`src/crc_pkg.sv`:
```
/*
 * Register map, AHB encodings and reset values shared by the CRC calculator
 * Registers sit on word addresses, HADDR[4:2] selects one of eight slots
 */
`default_nettype none

package crc_pkg;

	//////////////////////////////
	// Width types
	//////////////////////////////

	// Bus data word, also CRC, polynomial and initial value
	typedef logic [31:0] word_t;

	// One data byte from the input buffer to the CRC unit
	typedef logic [7:0] byte_t;

	// Register index, HADDR[4:2]
	typedef logic [2:0] reg_addr_t;

	// Polynomial width code
	// 0 = 32 bit, 1 = 16 bit, 2 = 8 bit, 3 = 7 bit
	typedef logic [1:0] poly_size_t;

	// Input reversal code
	// 0 = none, 1 = per byte, 2 = per halfword, 3 = whole word
	typedef logic [1:0] rev_in_t;

	// Transfer size, low bits of HSIZE
	// 0 = byte, 1 = halfword, 2 = word
	typedef logic [1:0] bus_size_t;

	//////////////////////////////
	// Register map
	//////////////////////////////

	localparam reg_addr_t CRC_DR   = 3'h0;
	localparam reg_addr_t CRC_IDR  = 3'h1;
	localparam reg_addr_t CRC_CR   = 3'h2;
	localparam reg_addr_t CRC_INIT = 3'h4;
	localparam reg_addr_t CRC_POL  = 3'h5;

	// AHB transfer types
	localparam logic [1:0] HTRANS_IDLE   = 2'b00;
	localparam logic [1:0] HTRANS_BUSY   = 2'b01;
	localparam logic [1:0] HTRANS_NONSEQ = 2'b10;
	localparam logic [1:0] HTRANS_SEQ    = 2'b11;

	// Only response ever given
	localparam logic HRESP_OKAY = 1'b0;

	// Reset values
	// CR holds {rev_out, rev_in, poly_size}
	localparam logic [4:0] RESET_CR   = 5'h00;
	localparam word_t      RESET_INIT = 32'hFFFF_FFFF;
	localparam word_t      RESET_POLY = 32'h04C1_1DB7;

endpackage

`default_nettype wire
```
`src/crc_ahb_top.sv`:
```
/*
 * CRC calculator with an AHB-Lite slave port, single transfers only
 */
`timescale 1ns/1ps
`default_nettype none

module crc_ahb_top
(
	input  logic            HCLK,
	input  logic            HRESETn,
	input  logic            HSELx,
	input  logic            HREADY,
	input  logic            HWRITE,
	input  logic [1:0]      HTRANS,
	input  logic [2:0]      HSIZE,
	input  logic [31:0]     HADDR,
	input  crc_pkg::word_t  HWDATA,
	output crc_pkg::word_t  HRDATA,
	output logic            HREADYOUT,
	output logic            HRESP
);

	// Bus front end to datapath
	crc_pkg::word_t       bus_wr;
	crc_pkg::bus_size_t   bus_size;
	crc_pkg::rev_in_t     rev_in_type;
	logic                 rev_out_type;
	crc_pkg::poly_size_t  crc_poly_size;
	logic                 buffer_write_en;
	logic                 crc_init_en;
	logic                 crc_poly_en;
	logic                 crc_idr_en;
	logic                 reset_chain;

	// Buffer to CRC unit and back to the bus
	logic                 byte_valid;
	crc_pkg::byte_t       byte_data;
	logic                 buffer_full;
	logic                 chain_busy;

	// CRC unit readback
	crc_pkg::word_t       crc_out;
	crc_pkg::word_t       crc_init_out;
	crc_pkg::word_t       crc_poly_out;
	crc_pkg::byte_t       crc_idr_out;

	host_interface host_interface_i (.*);

	crc_input_buffer crc_input_buffer_i (.*);

	crc_unit crc_unit_i (.*);

endmodule

`default_nettype wire

```
`src/crc_unit.sv`:
```
/*
 * Programmable CRC engine, one byte per cycle, data MSB first, non-reflected
 * Widths of 32, 16, 8 and 7 bits; polynomial and init are masked to the width
 */
`timescale 1ns/1ps
`default_nettype none

module crc_unit
(
	input  logic                 HCLK,
	input  logic                 HRESETn,
	input  crc_pkg::word_t       bus_wr,
	input  logic                 crc_init_en,
	input  logic                 crc_poly_en,
	input  logic                 crc_idr_en,
	input  logic                 reset_chain,
	input  logic                 byte_valid,
	input  crc_pkg::byte_t       byte_data,
	input  crc_pkg::poly_size_t  crc_poly_size,
	input  logic                 rev_out_type,
	output crc_pkg::word_t       crc_out,
	output crc_pkg::word_t       crc_init_out,
	output crc_pkg::word_t       crc_poly_out,
	output crc_pkg::byte_t       crc_idr_out
);

	crc_pkg::word_t init_ff;
	crc_pkg::word_t poly_ff;
	crc_pkg::byte_t idr_ff;
	crc_pkg::word_t crc_ff;

	crc_pkg::word_t crc_next;
	crc_pkg::word_t crc_rev;
	crc_pkg::word_t width_mask;
	// Index of the top CRC bit for the active width
	logic [4:0]     top_bit;
	logic           feedback;

	//////////////////////////////
	// Width decode
	//////////////////////////////

	always_comb
	begin
		case (crc_poly_size)
			2'd0:    top_bit = 5'd31;
			2'd1:    top_bit = 5'd15;
			2'd2:    top_bit = 5'd7;
			default: top_bit = 5'd6;
		endcase
	end

	assign width_mask = 32'hFFFF_FFFF >> (5'd31 - top_bit);

	// Eight shift steps per byte, data bit 7 first
	always_comb
	begin
		crc_next = crc_ff;
		for (int i = 7; i >= 0; i--)
		begin
			feedback = crc_next[top_bit] ^ byte_data[i];
			crc_next = (crc_next << 1) & width_mask;
			if (feedback)
				crc_next = crc_next ^ (poly_ff & width_mask);
		end
	end

	//////////////////////////////
	// Registers
	//////////////////////////////

	always_ff @(posedge HCLK)
	begin
		if (!HRESETn)
		begin
			init_ff <= crc_pkg::RESET_INIT;
			poly_ff <= crc_pkg::RESET_POLY;
			idr_ff  <= '0;
		end
		else
		begin
			if (crc_init_en)
				init_ff <= bus_wr;
			if (crc_poly_en)
				poly_ff <= bus_wr;
			// IDR is scratch, low byte only
			if (crc_idr_en)
				idr_ff <= bus_wr[7:0];
		end
	end

	// New init value also restarts the chain
	always_ff @(posedge HCLK)
	begin
		if (!HRESETn)
			crc_ff <= crc_pkg::RESET_INIT;
		else if (crc_init_en)
			crc_ff <= bus_wr & width_mask;
		else if (reset_chain)
			crc_ff <= init_ff & width_mask;
		else if (byte_valid)
			crc_ff <= crc_next;
	end

	// Output reversal over the active width
	always_comb
	begin
		for (int i = 0; i < 32; i++)
			crc_rev[i] = crc_ff[31 - i];
	end

	assign crc_out = rev_out_type ? (crc_rev >> (5'd31 - top_bit)) : (crc_ff & width_mask);
	assign crc_init_out = init_ff;
	assign crc_poly_out = poly_ff;
	assign crc_idr_out  = idr_ff;

	// After any load or update at a steady width, bits above the width are clear
	a_upper_clear: assert property (@(posedge HCLK) disable iff (!HRESETn)
		(crc_init_en || reset_chain || byte_valid) |=>
		(!$stable(crc_poly_size) || ((crc_ff & ~width_mask) == '0)));

endmodule

`default_nettype wire

```
`src/crc_input_buffer.sv`:
```
/*
 * One-word input buffer, hands the CRC unit one byte per cycle, low byte first
 * No back-pressure toward the CRC unit; the bus side waits on buffer_full
 */
`timescale 1ns/1ps
`default_nettype none

module crc_input_buffer
(
	input  logic                HCLK,
	input  logic                HRESETn,
	input  logic                buffer_write_en,
	input  crc_pkg::word_t      bus_wr,
	input  crc_pkg::bus_size_t  bus_size,
	input  crc_pkg::rev_in_t    rev_in_type,
	output logic                byte_valid,
	output crc_pkg::byte_t      byte_data,
	output logic                buffer_full,
	output logic                chain_busy
);

	crc_pkg::word_t data_ff;
	crc_pkg::word_t data_rev;
	logic [2:0]     count_ff;
	logic [2:0]     load_count;
	// Last byte is in the CRC register this cycle
	logic           last_ff;

	// Bit reversal over the chosen span, before the bytes are split
	always_comb
	begin
		for (int i = 0; i < 32; i++)
		begin
			case (rev_in_type)
				2'd1:    data_rev[i] = bus_wr[(i & 24) | (7 - (i & 7))];
				2'd2:    data_rev[i] = bus_wr[(i & 16) | (15 - (i & 15))];
				2'd3:    data_rev[i] = bus_wr[31 - i];
				default: data_rev[i] = bus_wr[i];
			endcase
		end
	end

	// Bytes per transfer
	always_comb
	begin
		case (bus_size)
			2'd0:    load_count = 3'd1;
			2'd1:    load_count = 3'd2;
			default: load_count = 3'd4;
		endcase
	end

	// Byte counter
	always_ff @(posedge HCLK)
	begin
		if (!HRESETn)
		begin
			count_ff <= '0;
			last_ff  <= 1'b0;
		end
		else
		begin
			last_ff <= (count_ff == 3'd1);
			if (buffer_write_en)
				count_ff <= load_count;
			else if (count_ff != 3'd0)
				count_ff <= count_ff - 3'd1;
		end
	end

	// Data shifts down one byte per issued byte
	always_ff @(posedge HCLK)
	begin
		if (buffer_write_en)
			data_ff <= data_rev;
		else if (byte_valid)
			data_ff <= data_ff >> 8;
	end

	assign buffer_full = (count_ff != 3'd0);
	assign byte_valid  = buffer_full;
	assign byte_data   = data_ff[7:0];
	assign chain_busy  = buffer_full || last_ff;

	// Host must hold a DR write until the buffer is empty
	a_no_overrun: assert property (@(posedge HCLK) disable iff (!HRESETn)
		buffer_write_en |-> !buffer_full);

endmodule

`default_nettype wire

```
`src/host_interface.sv`:
```
/*
 * AHB-Lite slave front end for single NONSEQ transfers; SEQ and BUSY are ignored
 * HRESP is always OKAY; narrow DR writes must use the low byte lanes of HWDATA
 */
`timescale 1ns/1ps
`default_nettype none

module host_interface
(
	input  logic                 HCLK,
	input  logic                 HRESETn,
	input  logic                 HSELx,
	input  logic                 HREADY,
	input  logic                 HWRITE,
	input  logic [1:0]           HTRANS,
	input  logic [2:0]           HSIZE,
	input  logic [31:0]          HADDR,
	input  crc_pkg::word_t       HWDATA,
	input  crc_pkg::word_t       crc_out,
	input  crc_pkg::word_t       crc_init_out,
	input  crc_pkg::word_t       crc_poly_out,
	input  crc_pkg::byte_t       crc_idr_out,
	input  logic                 buffer_full,
	input  logic                 chain_busy,
	output crc_pkg::word_t       HRDATA,
	output logic                 HREADYOUT,
	output logic                 HRESP,
	output crc_pkg::word_t       bus_wr,
	output crc_pkg::bus_size_t   bus_size,
	output crc_pkg::rev_in_t     rev_in_type,
	output logic                 rev_out_type,
	output crc_pkg::poly_size_t  crc_poly_size,
	output logic                 buffer_write_en,
	output logic                 crc_init_en,
	output logic                 crc_poly_en,
	output logic                 crc_idr_en,
	output logic                 reset_chain
);

	// Address phase copies
	logic                hselx_pp;
	logic [1:0]          htrans_pp;
	logic                hwrite_pp;
	crc_pkg::reg_addr_t  haddr_pp;
	crc_pkg::bus_size_t  hsize_pp;

	// Control register holds {rev_out, rev_in, poly_size}
	logic [4:0]          crc_cr_ff;
	crc_pkg::word_t      crc_cr_rd;

	logic sample_bus;
	logic nonseq_pp;
	logic write_en;
	logic read_en;
	logic dr_write_req;
	logic dr_read_req;
	logic init_write_req;
	logic crc_cr_en;

	//////////////////////////////
	// Address phase pipeline
	//////////////////////////////

	always_ff @(posedge HCLK)
	begin
		if (!HRESETn)
		begin
			hselx_pp  <= 1'b0;
			htrans_pp <= crc_pkg::HTRANS_IDLE;
		end
		else if (sample_bus)
		begin
			hselx_pp  <= HSELx;
			htrans_pp <= HTRANS;
		end
	end

	always_ff @(posedge HCLK)
	begin
		if (sample_bus)
		begin
			haddr_pp  <= HADDR[4:2];
			hsize_pp  <= HSIZE[1:0];
			hwrite_pp <= HWRITE;
		end
	end

	// Only NONSEQ transfers reach the registers
	assign nonseq_pp = (htrans_pp == crc_pkg::HTRANS_NONSEQ);
	assign write_en  = hselx_pp && nonseq_pp && hwrite_pp;
	assign read_en   = hselx_pp && nonseq_pp && !hwrite_pp;

	// Requests that may have to wait
	assign dr_write_req   = write_en && (haddr_pp == crc_pkg::CRC_DR);
	assign dr_read_req    = read_en && (haddr_pp == crc_pkg::CRC_DR);
	assign init_write_req = write_en && (haddr_pp == crc_pkg::CRC_INIT);

	// Strobes fire only in the cycle the data phase completes
	assign buffer_write_en = dr_write_req && !buffer_full;
	assign crc_init_en     = init_write_req && !chain_busy;
	assign crc_idr_en      = write_en && (haddr_pp == crc_pkg::CRC_IDR);
	assign crc_poly_en     = write_en && (haddr_pp == crc_pkg::CRC_POL);
	assign crc_cr_en       = write_en && (haddr_pp == crc_pkg::CRC_CR);

	// Wait states
	// DR write waits for an empty buffer and DR read or INIT write for a final CRC
	assign HREADYOUT = !((dr_write_req && buffer_full) ||
		(dr_read_req && chain_busy) ||
		(init_write_req && chain_busy));
	assign sample_bus = HREADY && HREADYOUT;
	assign HRESP      = crc_pkg::HRESP_OKAY;

	// Write data is used unregistered in the data phase
	assign bus_wr   = HWDATA;
	assign bus_size = hsize_pp;

	//////////////////////////////
	// Read mux
	//////////////////////////////

	// Bit 0 and bits 2..1 read as zero
	assign crc_cr_rd = {24'h0, crc_cr_ff, 3'b000};

	always_comb
	begin
		case (haddr_pp)
			crc_pkg::CRC_DR:   HRDATA = crc_out;
			crc_pkg::CRC_IDR:  HRDATA = {24'h0, crc_idr_out};
			crc_pkg::CRC_CR:   HRDATA = crc_cr_rd;
			crc_pkg::CRC_INIT: HRDATA = crc_init_out;
			crc_pkg::CRC_POL:  HRDATA = crc_poly_out;
			default:           HRDATA = '0;
		endcase
	end

	// Control register fields come from HWDATA[7:3]
	always_ff @(posedge HCLK)
	begin
		if (!HRESETn)
			crc_cr_ff <= crc_pkg::RESET_CR;
		else if (crc_cr_en)
			crc_cr_ff <= HWDATA[7:3];
	end

	// Bit 0 restarts the chain and is not stored
	assign reset_chain   = crc_cr_en && HWDATA[0];
	assign crc_poly_size = crc_cr_ff[1:0];
	assign rev_in_type   = crc_cr_ff[3:2];
	assign rev_out_type  = crc_cr_ff[4];

	// A blocked DR write stalls until the buffer drains within four cycles
	a_dr_stall: assert property (@(posedge HCLK) disable iff (!HRESETn)
		(dr_write_req && buffer_full) |-> (!HREADYOUT ##[1:4] HREADYOUT));

	// Transfers wider than a word are not supported
	a_size: assert property (@(posedge HCLK) disable iff (!HRESETn)
		(sample_bus && HSELx && (HTRANS == crc_pkg::HTRANS_NONSEQ)) |-> !HSIZE[2]);

endmodule

`default_nettype wire

```
`config.mk`:
```
export PLATFORM = sky130hd
export DESIGN_NAME = crc_ahb_top
export DESIGN_NICKNAME = d
export VERILOG_FILES = /design/src/crc_pkg.sv /design/src/crc_ahb_top.sv /design/src/crc_unit.sv /design/src/crc_input_buffer.sv /design/src/host_interface.sv
export SDC_FILE = /design/constraint.sdc
export NUM_CORES = 1
export LEC_CHECK = 0
export ABC_AREA = 1
export BUFFER_PORTS_ARGS = -buffer_cell sky130_fd_sc_hd__buf_4
export CAP_MARGIN = 20
export CORE_MARGIN = 4
export CORE_UTILIZATION = 35
export CTS_CLUSTER_DIAMETER = 120
export DETAILED_ROUTE_END_ITERATION = 8
export PLACE_DENSITY = 0.5
export SLEW_MARGIN = 20
export SYNTH_ARGS = -nofsm -noshare
export SYNTH_HDL_FRONTEND = slang
export SYNTH_SLANG_ARGS = --single-unit
```
`constraint.sdc`:
```
create_clock -name HCLK -period 10.9 [get_ports HCLK]
set_input_delay 1.635 -clock HCLK [delete_from_list [all_inputs] [get_ports HCLK]]
set_output_delay 1.635 -clock HCLK [all_outputs]
set_load 0.05 [all_outputs]
```
### After elaboration in Yosys (flattened, before gate mapping)

Cells that the tools add are included.

| operators by class | value |
|---|---|
| add/subtract/negate cells | 2 |
| multiplexer cells | 67 |
| shift operators | 2 |
| eq/ne operators | 12 |
| magnitude comparators | 1 |
| reduce and logical (&&, ||, !) cells | 29 |
| bitwise operators | 28 |

Operators with widths:

| operator | count |
|---|---|
| two-way mux 32 bit | 14 |
| AND 32 bit | 12 |
| bitwise XOR 32 bit | 8 |
| one-hot mux 32 bit (5 select lines) | 1 |
| one-hot mux 1 bit (3 select lines) | 32 |
| binary-select mux 1 bit (select 5 bit) | 8 |
| >> shifter 32 x 5 -> 32 bit | 1 |
| >> shifter 32 x 5 -> 32 bit (first input constant) | 1 |
| logical AND 1 bit | 16 |
| one-hot mux 5 bit (3 select lines) | 1 |
| equality test 2 bit (second input constant) | 4 |
| two-way mux 1 bit | 8 |
| bitwise XOR 1 bit | 8 |
| equality test 2 x 1 -> 1 bit (second input constant) | 3 |
| equality test 3 x 1 -> 1 bit (second input constant) | 2 |
| equality test 3 bit (second input constant) | 2 |
| < comparator 5 x 6 -> 1 bit (second input constant) | 1 |
| two-way mux 3 bit | 2 |
| one-hot mux 3 bit (2 select lines) | 1 |
| nonzero test 3 bit | 2 |
| subtractor 5 bit (first input constant) | 1 |
| logical NOT 1 bit | 4 |
| logical NOT 2 bit | 2 |
| equality test 3 x 2 -> 1 bit (second input constant) | 1 |
| 4 further kinds | 6 |

| storage, ports and cells | value |
|---|---|
| logic and storage cells | 154 |
| input bits | 74 |
| flip-flop bits (word level) | 154 |
| output and inout port bits | 34 |

### Logic depth before layout (Yosys ltp)

| depth | value |
|---|---|
| depth in word-level cells | 38 |
| gate-level depth with buffers | 61 |
| gate-level depth less buffers | 58 |

### Cells and area by module

From an unflattened synthesis, not the netlist that was laid out.

| second synthesis, totals | value |
|---|---|
| cell total of the unflattened synthesis | 2,371 |
| area total of the unflattened synthesis | 14,182.4 µm² |

Modules (own cells, without submodules):

| module | times used | area each (µm²) | cells an instance | seq. area each (µm²) |
|---|---|---|---|---|
| crc_unit | 1 | 10,013.4 | 1,732 | 2,082.0 |
| crc_input_buffer | 1 | 2,602.5 | 377 | 1,041.0 |
| host_interface | 1 | 1,566.5 | 262 | 340.3 |

### Worst setup path before layout

OpenSTA, ideal clock, no wires.

| path | value |
|---|---|
| path kind | register to register |
| start | register host_interface_i.crc_cr_ff[0] |
| end | register crc_unit_i.crc_ff[24] |
| stages on the path, launching flop included | 54 |
| period minus slack after synthesis | 5.375 ns |
| buffers on the path | 4 |
| data arrival time | 5.260 ns |
| path slack | 5.525 ns |
| setup time | 0.115 ns |
| data required time | 10.785 ns |
| cell sequence | dfxtp_1 buf_6 nor2_8 inv_2 or2_4 nand2_2 nand2_2 nand2_2 nand2_1 nand3_1 nand3_2 nand3_1 nand2_4 o31ai_2 nand3_1 nand2_2 nand2_2 xnor2_2 (+18 left out) nand2_1 nand2_1 nand2_1 nand2_1 nand2_1 nand2_1 nand2_2 nand2_1 o21ai_1 nand3_1 buf_4 buf_6 nand3_1 nand2_1 nand3_1 nand2_1 nand2_1 nand2_1 |

| between the ends | value |
|---|---|
| cells in the longest elaborated chain, start to end | 38 |
| elaborated cells on any way between the ends | 60 |
| classes of those cells | add/sub: 1; eq/ne: 2; shift: 1; mux: 28; bitwise: 27; reduce/logical: 1 |

Ends and longest elaborated chain:

| item | line | source |
|---|---|---|
| start: declaration | host_interface.sv:48 | `logic [4:0] crc_cr_ff;` |
| start signal: assignment | host_interface.sv:140 | `crc_cr_ff <= crc_pkg::RESET_CR;` |
| start signal: assignment | host_interface.sv:142 | `crc_cr_ff <= HWDATA[7:3];` |
| equality test 2 bit (tied with other cells) | crc_unit.sv:45 | `case (crc_poly_size)` |
| one-hot mux 5 bit (3 select lines) * | crc_unit.sv:45 |  |
| subtractor 5 bit | crc_unit.sv:53 | `assign width_mask = 32'hFFFF_FFFF >> (5'd31 - top_bit);` |
| >> shifter 32 x 5 -> 32 bit | crc_unit.sv:53 |  |
| AND 32 bit (on tied branches) | crc_unit.sv:62, crc_unit.sv:64 |  |
| bitwise XOR 32 bit | crc_unit.sv:64 | `crc_next = crc_next ^ (poly_ff & width_mask);` |
| two-way mux 32 bit | crc_unit.sv:63 | `if (feedback)` |
| binary-select mux 1 bit (select 5 bit) | crc_unit.sv:61 | `feedback = crc_next[top_bit] ^ byte_data[i];` |
| (+22 left out) | -- |  |
| two-way mux 32 bit | crc_unit.sv:63 |  |
| binary-select mux 1 bit (select 5 bit) | crc_unit.sv:61 |  |
| two-way mux 1 bit (not written as such) | crc_unit.sv:61 |  |
| bitwise XOR 1 bit | crc_unit.sv:61 |  |
| two-way mux 32 bit | crc_unit.sv:63 |  |
| two-way mux 32 bit | crc_unit.sv:101 | `else if (byte_valid)` |
| two-way mux 32 bit | crc_unit.sv:99 | `else if (reset_chain)` |
| two-way mux 32 bit * | crc_unit.sv:97 | `else if (crc_init_en)` |
| end signal: assignment | crc_unit.sv:98 | `crc_ff <= bus_wr & width_mask;` |
| end signal: assignment | crc_unit.sv:100 | `crc_ff <= init_ff & width_mask;` |
| end signal: assignment | crc_unit.sv:102 | `crc_ff <= crc_next;` |
| end: declaration | crc_unit.sv:30 | `crc_pkg::word_t crc_ff;` |

Every way passes the cells marked *; elsewhere a longest branch is shown, timed or not. The select of a mux whose other input is x is not followed.
A chain may end at the register's enable or synchronous reset.

### Final worst setup path

| path | value |
|---|---|
| start | register host_interface_i.crc_cr_ff[1] |
| end | register crc_unit_i.crc_ff[6] |

Same word-level chain as after synthesis.

==> impl_metrics.yaml <==
synthesis:
  yosys-top-cells-area: "dfxtp_1 18%, nand2_1 18%, edfxtp_1 8.7%"
  yosys.area.top_type: "dfxtp_1"
  syn_nets: 2201
  yosysMostFrequentCell: "nand2_1"
  synth-seq-cells: 154
  syn_area_mm2: 0.0131
  netlist.area_leader.share_pct: 17.7
  ys_top_cells_by_count: "618 x nand2_1, 203 x nor2_1, 180 x o21ai_0"
  synth_edf_count: 38
  ys_async_sr_fraction_pct: 0
  yosys_warnings: 0
  ys_seq_area_share_pct: 26.4
  ys_types: 49
  synthCells: 2124
  synth_flop_cell: "dfxtp_1"
  syn_avg_cell_area_um2: 6.17
timing:
  skew_ps: 10.8
  finalCritPeriodShare_pct: 85.2
  finalHoldViolCount: 0
  fmax_mhz: 108
  fin_tns_setup_ps: 0
  rsz0062_at_grt: "no"
  slew_viol_final: 0
  finalSetupViolCount: 0
  finalCriticalPeriod_ps: 9280
  slew_headroom_pct: 32.3
  tightest_slew_ps: 1010
final_layout:
  diodes: 0
  nets: 2209
  final_util_pct: 39.7
  syn_to_final_growth_pct: 11.4
  drive_above_1_share_pct: 8.81
worst_setup_path:
  cp-start-kind: "register"
  critical-path-max-stage-delay_ps: 780
  worstPathMaxFanout: 49
  critPathKind: "reg -> reg"
  worst-r2r-cell-count: 53
  crit_path_end_kind: "register"
  critPathSlowestCell: "dfxtp_1"
  worstPathRequired_ps: 11230
  crit_top_cell: "nand2_1"
  cp.arrival_ps: 9610
cts:
  clkTransAtPathRegs_ps: 60
  tritoncts: "built"
  ctsHoldBuffers: 0
  htreeDepth: 4
  cts_buffer_depth: 2
  clock-sinks: 154
  clk_latency_ps: 440
  cts_buffers: 17
  cts.repair.resized: 0
  cts_root_buf: "clkbuf_16"
  post_cts_buffers: 0
floorplan:
  die_y_um: 202
  die_x_um: 202
  core_area_mm2: 0.0368
  num_rows: 70
  dieArea_mm2: 0.0406
  io_pins: 108
  start_util_pct: 35.6
detailed_routing:
  drcViolationCount: 0
  post_drt_wl_per_cell_um: 21.4
  num_vias: 14573
  ant_nets: 0
  firstDrtPassIters: 5
  wl_um: 56000
  drtIter0Drc: 1386
  avgViaCountPerCell: 5.58
place:
  place.gp.congestion: 0.931
  portBuffers: 76
  dp_hpwl_um: 41400
min_path:
  min_path_type: "reg -> reg"
  worstHoldPathCells: 1
run_status:
  status: "finished, final reports clean"
grt:
  grt_pass1_wl_um: 84100
  grt_pass1_vias: 13400
  antenna_found_initial: 0
  grt_max_degree: 63
  grtUsageTotal_pct: 26.6
  grt-ovfl-total: 0
power:
  peakVddDrop_mv: 0.135
  cellPowerDensity_mw_per_mm2: 367
  p_leak_nw: 6.79
run:
  drv_cap: 0
## worst max-delay path: cells and delay by family, from the launching register on
family | cells | cell delay (ps)
AND/OR/NAND/NOR | 48 | 7230
flip-flops | 1 | 780
buffers and inverters | 3 | 650
XOR/XNOR | 1 | 250
AO/OA/AOI/OAI | 1 | 230
## routing by layer
| layer | up-vias | GRT usage (%) | wire length, um |
|---|---|---|---|
| met5 | - | 0 | 0 |
| met4 | 0 | 9.72 | 2160 |
| met3 | 94 | 3.67 | 4190 |
| met2 | 679 | 40.0 | 23900 |
| met1 | 6839 | 38.7 | 25800 |
| li1 | 6961 | - | - |
## final cells by class
type / count / area [um^2]
tap: 468 / 586
clock buffer: 22 / 484
timing repair buffer: 108 / 811
sequential: 154 / 3460
inverter: 191 / 717
multi-input combinational: 1660 / 8410
clock inverter: 10 / 138
fill: 4079 / 22200
## power by group
group,switching (mW),total [mW],internal [mW]
combinational,2.54,3.86,1.31
clock,0.256,0.640,0.385
sequential,0.114,0.867,0.753
## path summary, 6_finish.rpt
check | to | slack, ps | startpoint
worst min-delay path | crc_input_buffer_i.last_ff | 460 | crc_input_buffer_i.count_ff[2]
worst max-delay path | crc_unit_i.crc_ff[6] | 1620 | host_interface_i.crc_cr_ff[1]
worst max register to register | crc_unit_i.crc_ff[6] | 1620 | host_interface_i.crc_cr_ff[1]
worst min register to register | crc_input_buffer_i.last_ff | 460 | crc_input_buffer_i.count_ff[2]
## kinds of logic after synthesis
| family | share of synthesized area [%] |
|---|---|
| mux | 0.0763 |
| flops | 26.4 |
| fa+ha+maj | 0.286 |
| simple gates | 33.5 |
| other cells | 0.0286 |
| xor+xnor | 11.8 |
| buf+inv | 9.65 |
| compound gates | 18.2 |
## placed cells by master, fill, tap and decap left out, drive strengths merged
master / count
nand3: 186
nor2: 205
o21ai: 187
a221oi: 16
xnor2: 72
bufinv: 3
buf: 108
or3: 8
o21bai: 3
xor2: 103
ha: 3
clkbuf: 22
or2: 1
a21oi: 136
a22oi: 1
dfxtp: 116
nor3: 9
and3: 4
nand3b: 2
o2111ai: 9
clkinvlp: 4
edfxtp: 38
and2: 1
a31oi: 4
nor4: 1
o221ai: 16
inv: 186
nand2: 638
clkinv: 8
a2111oi: 1
conb: 1
mux2i: 1
o311ai: 1
nand4: 3
a211oi: 4
o211ai: 15
o31ai: 6
o22ai: 23
## metrics by stage
step           power [mW]  instance area (um^2)  setup WS [ps]  cells  hold slack (ps)
2_1_floorplan        3.76                 13100           5520   2124              426
3_3_place_gp         4.65                 14000           1800   2581              439
3_5_place_dp         4.69                 14000           1660   2581              441
4_1_cts              5.34                 14600           1650   2613              462
5_1_grt              5.85                 14600            655   2613              488
6_report             5.36                 14600           1620   2613              457
## flip-flops by register name (all words and copies together), names as in the netlist
register,count
host_interface_i.hselx_pp,1
host_interface_i.crc_cr_ff,5
host_interface_i.hwrite_pp,1
host_interface_i.htrans_pp,2
host_interface_i.bus_size,2
crc_unit_i.crc_init_out,32
crc_input_buffer_i.count_ff,3
crc_unit_i.crc_ff,32
crc_input_buffer_i.last_ff,1
crc_unit_i.crc_idr_out,8
host_interface_i.haddr_pp,3
crc_input_buffer_i.data_ff,32
crc_unit_i.crc_poly_out,32
Power figures use the tool's default switching activity.
